## config.mk

```make
export PLATFORM = sky130hd
export DESIGN_NAME = jtag_dbg_top
export DESIGN_NICKNAME = d
export VERILOG_FILES = /design/src/logic/jtag_dbg_pkg.sv /design/src/logic/jtag_tck_sync.sv /design/src/logic/jtag_dr_capture.sv /design/src/logic/dbgreg_handoff.sv /design/src/logic/jtag_dbg_top.sv
export VERILOG_INCLUDE_DIRS = /design/src /design/src/logic
export SDC_FILE = /design/constraint.sdc
export NUM_CORES = 1
export LEC_CHECK = 0
export ABC_AREA = 1
export BUFFER_PORTS_ARGS = -buffer_cell sky130_fd_sc_hd__clkbuf_2
export CAP_MARGIN = 20
export CORE_AREA = 5 5 169 171
export CTS_CLUSTER_SIZE = 10
export DETAILED_ROUTE_END_ITERATION = 10
export DIE_AREA = 0 0 174 176
export GPL_ROUTABILITY_DRIVEN = 1
export PLACE_DENSITY = 0.52
export SLEW_MARGIN = 40
export SYNTH_ARGS = -nofsm -noshare
export SYNTH_HDL_FRONTEND = slang
export SYNTH_SLANG_ARGS = --single-unit
```

## constraint.sdc

```tcl
create_clock -name clk48m -period 4.4 [get_ports clk48m]
set_clock_uncertainty 0.05 [all_clocks]
set_input_delay 0.88 -clock clk48m [delete_from_list [all_inputs] [get_ports clk48m]]
set_output_delay 0.88 -clock clk48m [all_outputs]
set_load 0.005 [all_outputs]
```

## src/logic/jtag_dbg_defines.svh

```systemverilog
/*
 * sizing macros for the JTAG debug register path
 *  DR_WIDTH        width of one user data register word
 *  TCK_SYNC_DEPTH  length of the TCK oversampling chain
 */

`ifndef JTAG_DBG_DEFINES_SVH
`define JTAG_DBG_DEFINES_SVH

// one debug word per ER1/ER2 scan
`define DR_WIDTH 32

// tck oversampling stages in the clk48m domain
// the rising edge is taken between the last two stages, the first two
// stages only settle the asynchronous pin
`define TCK_SYNC_DEPTH 4

`endif

```

## src/logic/jtag_dbg_pkg.sv

```systemverilog
/*
 * shared types of the JTAG debug register path
 * word and counter vectors, pin and event structs,
 * delivered word struct and handoff FSM states
 */

`default_nettype none

`include "jtag_dbg_defines.svh"

package jtag_dbg_pkg;

	typedef logic [`DR_WIDTH-1:0] dr_word_t; // one debug register word
	typedef logic [7:0] overrun_cnt_t; // wraps at 255

	// raw outputs of the JTAG primitive
	typedef struct packed {
		logic tck;
		logic tdi;
		logic shift; // shift-dr state of a user register
		logic update; // update-dr state
		logic ce1; // ER1 selected
		logic ce2; // ER2 selected
	} jtag_pins_t;

	// per-channel event, one per sampled tck edge
	typedef struct packed {
		logic strobe;
		logic tdi;
		logic do_shift; // owned and shift seen at previous edge
		logic do_update; // owned and update high now
	} dr_evt_t;

	typedef struct packed {
		dr_word_t word;
		logic sel; // 0 = ER1, 1 = ER2
	} dbg_word_t;

	typedef enum logic [1:0] {IDLE, REQ, ACK_WAIT_LOW} handoff_state_t;

endpackage

`default_nettype wire

```

## src/logic/jtag_tck_sync.sv

```systemverilog
/*
 * jtag_tck_sync
 * oversamples TCK in the clk48m domain and finds its rising edges,
 * tracks which user register owns the scan and the previous shift state,
 * and produces one event struct per channel for every sampled edge
 */

`timescale 1ns/10ps
`default_nettype none

`include "jtag_dbg_defines.svh"

module jtag_tck_sync (
	input  logic                    clk48m,
	input  logic                    jrstn,
	input  jtag_dbg_pkg::jtag_pins_t pins, // asynchronous to clk48m
	output jtag_dbg_pkg::dr_evt_t   evt_er1,
	output jtag_dbg_pkg::dr_evt_t   evt_er2
);

	logic [`TCK_SYNC_DEPTH-1:0] tck_q; // tck history, bit 0 is newest
	logic tck_rise; // zero-then-one at the tail of the chain
	logic own_er2; // 0 while ER1 owns the scan
	logic prev_shift; // shift pin at the previous sampled edge
	jtag_dbg_pkg::dr_evt_t evt_er1_d;
	jtag_dbg_pkg::dr_evt_t evt_er2_d;

	// build one channel's event for the current cycle
	// ownership used here is the value from before this edge
	function automatic jtag_dbg_pkg::dr_evt_t form_evt(input logic owned);
		jtag_dbg_pkg::dr_evt_t e;
		e.strobe = tck_rise;
		e.tdi = pins.tdi; // tdi is held for many clk48m cycles around the edge
		e.do_shift = tck_rise && owned && prev_shift;
		e.do_update = tck_rise && owned && pins.update;
		return e;
	endfunction

	assign tck_rise = !tck_q[`TCK_SYNC_DEPTH-1] && tck_q[`TCK_SYNC_DEPTH-2];

	always_comb begin
		evt_er1_d = form_evt(!own_er2);
		evt_er2_d = form_evt(own_er2);
	end

	always_ff @(posedge clk48m) begin
		if (!jrstn) begin
			tck_q <= '0;
			own_er2 <= 1'b0; // ER1 owns after reset
			prev_shift <= 1'b0;
			evt_er1 <= '0;
			evt_er2 <= '0;
		end else begin
			tck_q <= {tck_q[`TCK_SYNC_DEPTH-2:0], pins.tck};
			evt_er1 <= evt_er1_d; // strobe lands 3 to 4 cycles after the pin edge
			evt_er2 <= evt_er2_d;
			if (tck_rise) begin
				if (pins.ce1 || pins.ce2)
					own_er2 <= pins.ce2; // ce2 wins if both are high
				prev_shift <= pins.shift;
			end
		end
	end

endmodule

`default_nettype wire

```

## src/logic/jtag_dr_capture.sv

```systemverilog
/*
 * jtag_dr_capture
 * one user data register: shifts tdi in at the MSB on each owned
 * shift event, and on an update event latches the finished word
 * and pulses done for one cycle
 */

`timescale 1ns/10ps
`default_nettype none

`include "jtag_dbg_defines.svh"

module jtag_dr_capture (
	input  logic                   clk48m,
	input  logic                   jrstn,
	input  jtag_dbg_pkg::dr_evt_t  evt,
	output jtag_dbg_pkg::dr_word_t done_word,
	output logic                   done
);

	// shift register, keeps its bits while the other channel owns the scan
	jtag_dbg_pkg::dr_word_t sr;
	logic shift_now;
	logic update_now;

	assign shift_now = evt.strobe && evt.do_shift;
	assign update_now = evt.strobe && evt.do_update;

	// control and shift state
	always_ff @(posedge clk48m) begin
		if (!jrstn) begin
			sr <= '0;
			done <= 1'b0;
		end else begin
			done <= update_now; // one cycle pulse
			if (shift_now)
				sr <= {evt.tdi, sr[`DR_WIDTH-1:1]}; // lsb leaves first
		end
	end

	// finished word
	// on a combined shift and update edge the pre-shift contents are taken
	always_ff @(posedge clk48m) begin
		if (update_now)
			done_word <= sr;
	end

endmodule

`default_nettype wire

```

## src/logic/dbgreg_handoff.sv

```systemverilog
/*
 * dbgreg_handoff
 * one pending slot per channel for finished words,
 * four-phase req/ack delivery to the SoC with ER1 first,
 * wrapping count of words overwritten while still pending
 */

`timescale 1ns/10ps
`default_nettype none

module dbgreg_handoff (
	input  logic                       clk48m,
	input  logic                       jrstn,
	input  jtag_dbg_pkg::dr_word_t     er1_word,
	input  logic                       er1_done,
	input  jtag_dbg_pkg::dr_word_t     er2_word,
	input  logic                       er2_done,
	output jtag_dbg_pkg::dbg_word_t    dbg,
	output logic                       dbg_req,
	input  logic                       dbg_ack,
	output jtag_dbg_pkg::overrun_cnt_t dbg_overrun
);

	jtag_dbg_pkg::handoff_state_t state;

	// index 0 is ER1, index 1 is ER2
	jtag_dbg_pkg::dr_word_t in_word [2];
	logic [1:0] in_done;
	jtag_dbg_pkg::dr_word_t slot_word [2];
	logic [1:0] slot_valid;
	logic [1:0] avail; // pending in slot or arriving this cycle
	logic [1:0] take; // channel delivered at this edge
	logic [1:0] ovr; // new word lands on a still-pending slot
	logic launch;
	jtag_dbg_pkg::dr_word_t pick_word;

	assign in_word[0] = er1_word;
	assign in_word[1] = er2_word;
	assign in_done = {er2_done, er1_done};

	assign avail = slot_valid | in_done;

	// start only from idle and only with ack already low
	assign launch = (state == jtag_dbg_pkg::IDLE) && !dbg_ack;
	assign take[0] = launch && avail[0];
	assign take[1] = launch && !avail[0] && avail[1]; // ER1 has priority

	// a slot being emptied at this edge can take the new word without loss
	assign ovr = in_done & slot_valid & ~take;

	// older slot content goes before a word arriving in the same cycle
	always_comb begin
		if (take[0])
			pick_word = slot_valid[0] ? slot_word[0] : in_word[0];
		else
			pick_word = slot_valid[1] ? slot_word[1] : in_word[1];
	end

	assign dbg_req = (state == jtag_dbg_pkg::REQ);

	always_ff @(posedge clk48m) begin
		if (!jrstn) begin
			slot_valid <= '0;
		end else begin
			for (int i = 0; i < 2; i++) begin
				if (take[i])
					slot_valid[i] <= slot_valid[i] && in_done[i]; // refill behind the delivered word
				else
					slot_valid[i] <= slot_valid[i] || in_done[i];
			end
		end
	end

	// slot payload, newest word always wins
	always_ff @(posedge clk48m) begin
		for (int i = 0; i < 2; i++) begin
			if (in_done[i])
				slot_word[i] <= in_word[i];
		end
	end

	// delivered word, only loaded while req is low
	always_ff @(posedge clk48m) begin
		if (take != 2'b00) begin
			dbg.word <= pick_word;
			dbg.sel <= take[1];
		end
	end

	// four-phase handshake FSM
	always_ff @(posedge clk48m) begin
		if (!jrstn) begin
			state <= jtag_dbg_pkg::IDLE;
		end else begin
			unique case (state)
				jtag_dbg_pkg::IDLE:
					if (take != 2'b00)
						state <= jtag_dbg_pkg::REQ; // req high one cycle after done
				jtag_dbg_pkg::REQ:
					if (dbg_ack)
						state <= jtag_dbg_pkg::ACK_WAIT_LOW; // drop req
				jtag_dbg_pkg::ACK_WAIT_LOW:
					if (!dbg_ack)
						state <= jtag_dbg_pkg::IDLE;
				default:
					state <= jtag_dbg_pkg::IDLE;
			endcase
		end
	end

	// both channels may overrun in one cycle
	always_ff @(posedge clk48m) begin
		if (!jrstn)
			dbg_overrun <= '0;
		else
			dbg_overrun <= dbg_overrun + jtag_dbg_pkg::overrun_cnt_t'(ovr[0])
				+ jtag_dbg_pkg::overrun_cnt_t'(ovr[1]);
	end

endmodule

`default_nettype wire

```

## src/logic/jtag_dbg_top.sv

```systemverilog
/*
 * jtag_dbg_top
 * debug data register path: TCK synchronizer, ER1 and ER2
 * capture channels and the req/ack handoff to the SoC
 */

`timescale 1ns/10ps
`default_nettype none

module jtag_dbg_top (
	input  logic                       clk48m,
	input  logic                       jrstn, // JTAG reset strobe
	input  jtag_dbg_pkg::jtag_pins_t   jtag,
	output jtag_dbg_pkg::dbg_word_t    dbg,
	output logic                       dbg_req,
	input  logic                       dbg_ack,
	output jtag_dbg_pkg::overrun_cnt_t dbg_overrun
);

	jtag_dbg_pkg::dr_evt_t evt_er1;
	jtag_dbg_pkg::dr_evt_t evt_er2;
	jtag_dbg_pkg::dr_word_t er1_word;
	jtag_dbg_pkg::dr_word_t er2_word;
	logic er1_done;
	logic er2_done;

	// pin sampling and per-channel events
	jtag_tck_sync tck_sync (
		.clk48m  (clk48m),
		.jrstn   (jrstn),
		.pins    (jtag),
		.evt_er1 (evt_er1),
		.evt_er2 (evt_er2)
	);

	jtag_dr_capture er1_capture ( // user instruction ER1
		.clk48m    (clk48m),
		.jrstn     (jrstn),
		.evt       (evt_er1),
		.done_word (er1_word),
		.done      (er1_done)
	);

	jtag_dr_capture er2_capture ( // user instruction ER2
		.clk48m    (clk48m),
		.jrstn     (jrstn),
		.evt       (evt_er2),
		.done_word (er2_word),
		.done      (er2_done)
	);

	// merge both channels onto the SoC handshake
	dbgreg_handoff handoff (
		.clk48m      (clk48m),
		.jrstn       (jrstn),
		.er1_word    (er1_word),
		.er1_done    (er1_done),
		.er2_word    (er2_word),
		.er2_done    (er2_done),
		.dbg         (dbg),
		.dbg_req     (dbg_req),
		.dbg_ack     (dbg_ack),
		.dbg_overrun (dbg_overrun)
	);

endmodule

`default_nettype wire

```

After elaboration in Yosys (flattened, before gate mapping) --
Memories as Yosys holds them, arrays and structs flattened. Index checks and enable logic that the tools add are counted.
Storage, ports and cells: register bits 187, RAM bits 64, bits of input ports 9, logic and storage cells 73, memories kept 1
Cells by class: add/sub/neg operators 2, equality and inequality tests 5, muxes and demuxes 13, bitwise gates (word level) 4, reductions and logical operators 28
Memories:
- handoff.slot_word | depth 2, width 32, read ports 2, clocked after Yosys merged registers in 0, write ports 2, RTL line dbgreg_handoff.sv:29 | jtag_dbg_pkg::dr_word_t slot_word [2];
Operators by type and width (number):
- $mux 32 | 3
- $logic_and 1x1->1 | 17
- $add 8x1->8 | 2
- $mux 1 | 6
- $mux 2 | 3
- $pmux 2 s3 | 1
- $and 2x2->2 | 2
- $logic_not 1->1 | 4
- $ne 2x2->1 const B | 2
- $logic_or 1x1->1 | 3
- $reduce_and 3->1 | 1
- $eq 2x1->1 const B | 1
- $eq 2x2->1 const B | 1
- $logic_not 2->1 | 1
- $ne 2x1->1 const B | 1
- $not 2->2 | 1
- $or 2x2->2 | 1
- $reduce_and 2->1 | 1
- $reduce_bool 2->1 | 1

Logic depth before layout (Yosys ltp) --
Gate-level depths: netlist (run 1).
word-level depth 8, mapped depth 12, mapped depth without buffers 12

Cells and area by module --
Synthesis (run 1) repeated with hierarchy kept, for this count alone.
Second synthesis, totals: cells, all modules 950, area total of the unflattened synthesis 9753.1 um2
By module, submodules not included:
- jtag_dr_capture | times used 2, cells an instance 240, area an instance 2339.7 um2
- dbgreg_handoff | times used 1, cells an instance 421, area an instance 4668.2 um2
- jtag_tck_sync | times used 1, cells an instance 49, area an instance 405.4 um2

Least setup slack after synthesis (run 1) --
Ideal clock, no wire load.
path kind register to register, from register er1_capture.done, to register handoff.dbg[0] (netlist name), arrival time 2.130 ns, required time 3.962 ns, path slack 1.832 ns, stages on the path, launching flop included 5, path buffers 0, clock period less this slack 2.568 ns, cells stage by stage dfxtp_1 > inv_1 > nand2_4 > o21ai_0 > inv_1
On the way: cells in the longest elaborated chain, start to end 5, elaborated cells on any way between the ends 6, those cells by class bitwise (1); reduce/logical (5)
Ends and longest elaborated chain:
- from (decl) | RTL line jtag_dr_capture.sv:18 | output logic done
- from (signal assigned) | RTL line jtag_dr_capture.sv:35 | done <= update_now;
- $or 2x2->2 (*) | RTL line dbgreg_handoff.sv:41 | assign avail = slot_valid | in_done;
- $logic_not 1->1 | RTL line dbgreg_handoff.sv:46 | assign take[1] = launch && !avail[0] && avail[1];
- $logic_and 1x1->1 (2 in a row) | RTL line dbgreg_handoff.sv:46
- $reduce_bool 2->1 (*) | RTL line dbgreg_handoff.sv:84 | if (take != 2'b00) begin
Mark *: on every way between the ends. The rest lies on a longest branch, timed or not. A chain may end at the register's enable or synchronous reset.

Worst setup path after layout (run 1) --
from register handoff.slot_valid[0], to register handoff.dbg_overrun[4]
On the way: cells in the longest elaborated chain, start to end 7, elaborated cells on any way between the ends 10, those cells by class add/sub (2); bitwise (4); reduce/logical (4)
Ends and longest elaborated chain:
- from (decl) | RTL line dbgreg_handoff.sv:30 | logic [1:0] slot_valid;
- from (signal, indexed assignment) | RTL line dbgreg_handoff.sv:67 | slot_valid[i] <= slot_valid[i] && in_done[i];
- from (signal, indexed assignment) | RTL line dbgreg_handoff.sv:69 | slot_valid[i] <= slot_valid[i] || in_done[i];
- $or 2x2->2 | RTL line dbgreg_handoff.sv:41
- $logic_not 1->1 | RTL line dbgreg_handoff.sv:46
- $logic_and 1x1->1 (2 in a row) | RTL line dbgreg_handoff.sv:46
- $not 2->2 | RTL line dbgreg_handoff.sv:49 | assign ovr = in_done & slot_valid & ~take;
- $and 2x2->2 (*) | RTL line dbgreg_handoff.sv:49
- $add 8x1->8 (*) | RTL line dbgreg_handoff.sv:117 | + jtag_dbg_pkg::overrun_cnt_t'(ovr[1]);
- to (signal assigned) | RTL line dbgreg_handoff.sv:116 | dbg_overrun <= dbg_overrun + jtag_dbg_pkg::overrun_cnt_t'(ovr[0])
- to (decl) | RTL line dbgreg_handoff.sv:21 | output jtag_dbg_pkg::overrun_cnt_t dbg_overrun
Marked as above.

==> out/results.ini, run 1 <==
[outcome]
status = finished clean

[cells_and_area]
drive_gt1_share_pct = 16.9
final_common_cell = edfxtp_1
layout_common_cells = 161 x edfxtp_1, 160 x nand2_1, 140 x nor2_1
num_antenna_cells = 0
nets = 879
area_growth_pct = 14.4

[detailed_routing]
viasPerCell = 4.62
routedWlPerCell_um = 15.5
drt-pass1-iter-count = 4
drtIter0Drc = 377
ant_nets = 0
vias = 5670
drc = 0
wirelength_um = 19000

[critical_path]
crit_required_ns = 4.76
r2r_slack_ns = 2.03
path_class = flop to flop
worstPathMaxFanout = 33
end_kind = flop
cp-start-kind = flop
crit_arrival_ns = 2.72

[synth]
synth_nets = 827
netlist_instances = 816
ys_seq_area_share_pct = 71.7
ys_seq_elements = 251
syn_avg_cell_area_um2 = 11.3
synth_cell_type_count = 27
syn_area_mm2 = 0.00925
synth_warnings = 0

[global_route]
globalRouteOverflowTotal = 0
antenna_found_initial = 0
grt_max_degree = 65
grt_pass1_wl_um = 30900
grt_use_total_pct = 12.5
grt_pass1_vias = 5709

[placed_design]
gp_routability_congestion = 0.771
port_buffers = 50
pre_cts_ws_ns = 1.80
post-dp-hpwl_um = 11500

[power]
seqPwrFrac_pct = 53.7
power.net_switching_w = 0.000902
peakVddDrop_mv = 0.241
p_per_area_mw_per_mm2 = 436
pwr-share-clk_pct = 45.4
sw_frac_of_total_pct = 19.5
p_leak_nw = 4.08
power_frac_comb_pct = 0.9
internal-power_w = 0.00371

[sta]
max_slew_margin_pct = 55.5
max_freq_ghz = 0.422
period_share_pct = 53.8
fin_crit_ns = 2.37
setup_viol = 0
rsz0062_at_grt = false
report.final.slew_viol_count = 0
tns_ns = 0
worstMarginPinSlew_ns = 0.666
fin_ws_ns = 2.03
hold_viol = 0

[floorplan]
rows = 60
start_util_pct = 34.6
pin_count = 51
dieArea_mm2 = 0.0306
die_h_um = 176
core-area_mm2 = 0.0267
die_x_um = 174

[cts]
htree_num_levels = 1
clock-root-buffer = clkbuf_16
clk_latency_ns = 0.52
hold_buffers = 0
clk_pin_slew_worst_paths_ns = 0.06
cts_resized = 0
cts_setup_buffers = 0
clkSinkCount = 251
cts_buffers = 29
tritoncts = done
clock_path_buffers = 3

[min_path]
min-delay-path-class = flop to flop

[run]
maxCapViolCount = 0

## cell usage after synthesis
master	instances	area [um2]
nor2_8	1	20.0
nand3b_1	1	7.51
clkbuf_1	14	52.6
o21ai_1	24	120
inv_2	4	15.0
or2_2	33	206
buf_2	10	50.1
ha_1	1	12.5
a21oi_1	9	45.0
nand3_1	8	40.0
nand2_8	1	20.0
fa_1	1	20.0
nor2_1	140	526
o21ai_0	93	465
nand2_2	1	6.26
o21ai_2	15	131
buf_6	6	67.6
nor3_1	5	25.0
inv_1	25	93.8
nand2_4	1	11.3
a31oi_1	1	6.26
buf_4	7	52.6
clkinv_1	1	3.75
dfxtp_1	90	1800
edfxtp_1	161	4830
clkbuf_2	3	15.0
nand2_1	160	601
## cells by family (layout without fill, tap and decap cells)
kind of cell | Yosys count | in the layout | synth area share, %
and+or+nand+nor | 351 | 351 | 15.8
buffers and inverters | 70 | 141 | 3.79
adders and majority gates | 2 | 2 | 0.352
DFF | 251 | 251 | 71.7
AOI/OAI and AO/OA | 142 | 142 | 8.31
## area by class of cell
cell class	instances	area [um2]
Clock buffer	49	801
Clock inverter	1	8.76
Fill cell	2650	16100
Inverter	30	113
Multi-Input combinational cell	495	2260
Sequential cell	251	6640
Tap cell	341	427
Timing Repair Buffer	61	335
## stage by stage
stage               util [%]  total power, W  hold WS (ns)  instances  instance area (um2)
floorplan                  -         0.00256         0.340        816                 9250
global placement        36.6         0.00257         0.342       1178                 9770
detailed placement      36.6         0.00257         0.353       1178                 9770
CTS                     39.6         0.00467         0.367       1228                10600
global route            39.6         0.00480         0.390       1228                10600
finish                  39.6         0.00462         0.359       1228                10600
## registers in the layout, indices dropped and copies added (netlist names), 8 cells and up
| name | flops |
|---|---|
| handoff.dbg_overrun | 8 |
| handoff.dbg | 33 |
| er2_capture.done_word | 32 |
| handoff.slot_word | 64 |
| er1_capture.sr | 32 |
| er1_capture.done_word | 32 |
| er2_capture.sr | 32 |
## per-layer routing
layer / vias to the layer above / routed length, um / track usage, % / share of wire (%)
met2: 112 / 8890 / 20.8 / 47
met5: - / 0 / 0 / 0
li1: 2847 / - / - / -
met4: 0 / 369 / 2.71 / 1.9
met3: 30 / 811 / 2.42 / 4.3
met1: 2681 / 8960 / 17.0 / 47
## critical path: stages (launching register included)
cell	delay (ns)
dfxtp_1	0.31
inv_2	0.44
nand2_4	0.15
inv_1	0.10
nand2_1	0.07
nand3_1	0.08
inv_1	0.06
fa_1	0.46
ha_1	0.26
nand2_1	0.08
inv_1	0.05
nand3b_1	0.07
a21oi_1	0.06
## power by group through the flow
stage	sequential (W)	clock, W	combinational (W)
floorplan	0.00253	0	0.0000279
global route	0.00248	0.00227	0.0000461
global placement	0.00253	0	0.0000397
CTS	0.00248	0.00215	0.0000400
finish	0.00248	0.00210	0.0000393
detailed placement	0.00253	0	0.0000398
## worst paths after layout
path                                    startpoint                                end  cells after the start
hold / removal        tck_sync.tck_q[0]$_SDFF_PN0_       tck_sync.tck_q[1]$_SDFF_PN0_                      2
setup / recovery  handoff.slot_valid[0]$_SDFF_PN0_  handoff.dbg_overrun[4]$_SDFF_PN0_                     12
hold reg to reg       tck_sync.tck_q[0]$_SDFF_PN0_       tck_sync.tck_q[1]$_SDFF_PN0_                      2
setup reg to reg  handoff.slot_valid[0]$_SDFF_PN0_  handoff.dbg_overrun[4]$_SDFF_PN0_                     12
Power figures use the tool's default switching activity.
==> run 2, diff against run 1 <==
--- a/config.mk
+++ b/config.mk
@@ -6,15 +6,15 @@
 export SDC_FILE = /design/constraint.sdc
 export NUM_CORES = 1
 export LEC_CHECK = 0
-export ABC_AREA = 1
+export ABC_AREA = 0
 export BUFFER_PORTS_ARGS = -buffer_cell sky130_fd_sc_hd__clkbuf_2
 export CAP_MARGIN = 20
-export CORE_AREA = 5 5 169 171
+export CORE_AREA = 5 5 167 169
 export CTS_CLUSTER_SIZE = 10
 export DETAILED_ROUTE_END_ITERATION = 10
-export DIE_AREA = 0 0 174 176
+export DIE_AREA = 0 0 172 174
 export GPL_ROUTABILITY_DRIVEN = 1
-export PLACE_DENSITY = 0.52
+export PLACE_DENSITY = 0.54
 export SLEW_MARGIN = 40
 export SYNTH_ARGS = -nofsm -noshare
 export SYNTH_HDL_FRONTEND = slang
==> constraint.sdc (replaced) <==
create_clock -name clk48m -period 2.1 [get_ports clk48m]
set_clock_uncertainty 0.05 [all_clocks]
set_input_delay 0.42 -clock clk48m [delete_from_list [all_inputs] [get_ports clk48m]]
set_output_delay 0.42 -clock clk48m [all_outputs]
set_load 0.005 [all_outputs]
==> out/results.ini, run 2 <==
[cts]
cts_setup_buffers = 0
clk_latency_ns = 0.53
cts_buffers = 29
hold_buffers = 0
clock-root-buffer = clkbuf_16
cts_resized = 0
clk_pin_slew_worst_paths_ns = 0.06
clock_path_buffers = 3
clkSinkCount = 251
htree_num_levels = 1
tritoncts = done

[floorplan]
dieArea_mm2 = 0.0299
pin_count = 51
die_x_um = 172
die_h_um = 174
rows = 60
start_util_pct = 34.3
core-area_mm2 = 0.0264

[detailed_routing]
drtIter0Drc = 246
routedWlPerCell_um = 15.9
vias = 5001
drt-pass1-iter-count = 5
viasPerCell = 4.63
wirelength_um = 17100
ant_nets = 0
drc = 0

[placed_design]
placed_area_mm2 = 0.00978
port_buffers = 50
pre_cts_ws_ns = -0.0683
post-dp-hpwl_um = 10200
gp_routability_congestion = 0.728

[outcome]
status = finished clean

[synth]
yosysTopAreaCellShare_pct = 53.4
synth_cell_type_count = 32
ys_seq_elements = 251
async_reset_ff_share_pct = 0
synth_common_cells = 161 x edfxtp_1, 135 x nand2_1, 97 x mux2i_1
synth.top_cells.by_area = edfxtp_1 53%, dfxtp_1 20%, mux2i_1 11%
ys_seq_area_share_pct = 73.3
syn_avg_cell_area_um2 = 14.0
synth_warnings = 0
synth_nets = 656
yosysMostFrequentCell = edfxtp_1
syn_area_mm2 = 0.00905
dominantRegCellSynth = edfxtp_1
yosysTopAreaCell = edfxtp_1
netlist_instances = 645
synth_edf_count = 161

[critical_path]
path_cells = nor3_2 -> nand2_1 -> and3_1 -> fa_1 -> ha_1 -> nand3_1 -> xor2_1 -> nor2_1
reg2reg_to = handoff.dbg_overrun[4]$_SDFF_PN0_
cp-start-kind = flop
r2r-start = handoff.state[1]$_SDFFE_PN0P_
cpPeakStageDelay_ns = 0.42
r2r_slack_ns = 0.16
end_kind = flop
path_class = flop to flop
crit_required_ns = 2.46
startpoint = handoff.state[1]$_SDFFE_PN0P_
worstPathMaxFanout = 3
crit_arrival_ns = 2.31
crit_slowest_cell = fa_1
crit_path_end = handoff.dbg_overrun[4]$_SDFF_PN0_
r2r_cells = 8

[cells_and_area]
final_common_cell = edfxtp_1
drive_gt1_share_pct = 16.0
num_antenna_cells = 0
area_growth_pct = 17.4
largest_reg_flops = 64
nets = 727
fin_area_mm2 = 0.0106
reg_top3 = handoff.slot_word (64), handoff.dbg (33)
layout_common_cells = 161 x edfxtp_1, 135 x nand2_1, 97 x mux2i_1
regMostFlops = handoff.slot_word

[global_route]
grt_use_total_pct = 11.3
grt_pass1_wl_um = 27400
antenna_found_initial = 0
grt_max_degree = 45
grt_pass1_vias = 5124
globalRouteOverflowTotal = 0

[power]
peakVddDrop_mv = 0.410
p_per_area_mw_per_mm2 = 911
power_w = 0.00968
p_leak_nw = 3.41

[min_path]
min-delay-path-class = input pin to flop

[sta]
fin_ws_ns = 0.155
worstMarginPinSlew_ns = 0.538
setup_viol = 0
report.final.slew_viol_count = 0
period_share_pct = 92.6
rsz0062_at_grt = false
max_freq_ghz = 0.514
max_slew_margin_pct = 64.2
fin_crit_ns = 1.94
hold_viol = 0

[run]
maxCapViolCount = 0

[run 2: cell types whose count changed in the layout (fill, tap and decap cells not counted), moves of 22 or more]
cell     delta
nand2_1    -25
inv_1      -22
o21ai_1    -24
or2_2      -33
o21ai_0    -90
a21oi_1    +59
nor2_1    -130
mux2i_1    +97
[run 2: layout make-up]
type	count	area, um2
fillers	2453	15800
flip-flops and latches	251	6640
multi-input cells	358	2230
clock buffers	51	818
repair buffers	74	480
well taps	341	427
clock inverters	3	17.5
inverters	2	7.51
[run 2: stage by stage]
stage               setup TNS [ns]  util (%)  hold WS (ns)  instances
finish                           0      40.2        0.0533       1080
global placement           -0.0722      37.0         0.363       1026
global route                     0      40.2        0.0497       1080
detailed placement         -0.0730      37.0         0.378       1026
floorplan                        0         -         0.355        645
CTS                              0      40.2        0.0381       1080
[run 2: where the power goes]
group          switching, W  internal [W]
combinational     0.0000393     0.0000210
sequential       0.00000280       0.00519
clock               0.00182       0.00261
total               0.00186       0.00783
[run 2: worst min-delay path by stage]
stage                                         from                            endpoint  slack [ns]  depth (start not counted)
finish                                     jtag[4]      tck_sync.evt_er1[2]$_SDFF_PN0_        0.05                          2
global route                               jtag[5]        tck_sync.tck_q[0]$_SDFF_PN0_        0.05                          2
CTS                                        jtag[5]        tck_sync.tck_q[0]$_SDFF_PN0_        0.04                          2
detailed placement   tck_sync.own_er2$_SDFFE_PN0P_      tck_sync.evt_er1[1]$_SDFF_PN0_        0.38                          1
global placement    er2_capture.sr[0]$_SDFFE_PN0P_  er2_capture.done_word[0]$_DFFE_PP_        0.36                          0
floorplan            tck_sync.own_er2$_SDFFE_PN0P_      tck_sync.evt_er1[1]$_SDFF_PN0_        0.36                          1
[run 2: logic make-up (layout without fill, tap and decap cells)]
| kind of cell | count (synthesis) | count (layout) | share of synthesized area (%) |
|---|---|---|---|
| flip-flops | 251 | 251 | 73.3 |
| AO/OA/AOI/OAI | 76 | 76 | 4.41 |
| multiplexers | 97 | 97 | 10.7 |
| AND/OR/NAND/NOR | 179 | 179 | 8.58 |
| buffers and inverters | 36 | 130 | 2.23 |
| XOR/XNOR | 4 | 4 | 0.387 |
| adder cells (fa/ha/maj) | 2 | 2 | 0.359 |
[run 2: critical path, delay by kind of cell, from the launching register on]
family	cells	cell delay, ns
xor gates and xnor gates	1	0.15
adders and majority gates	2	0.66
DFF	1	0.32
and+or+nand+nor	5	0.66
[run 2: routing by layer]
metal | up-vias | GRT usage (%) | part of all wire, % | routed length, um
li1 | 2447 | - | - | -
met1 | 2425 | 15.3 | 45 | 7660
met2 | 103 | 18.7 | 48 | 8250
met3 | 26 | 1.86 | 5.2 | 898
met4 | 0 | 3.28 | 1.8 | 314
met5 | - | 0 | 0 | 0
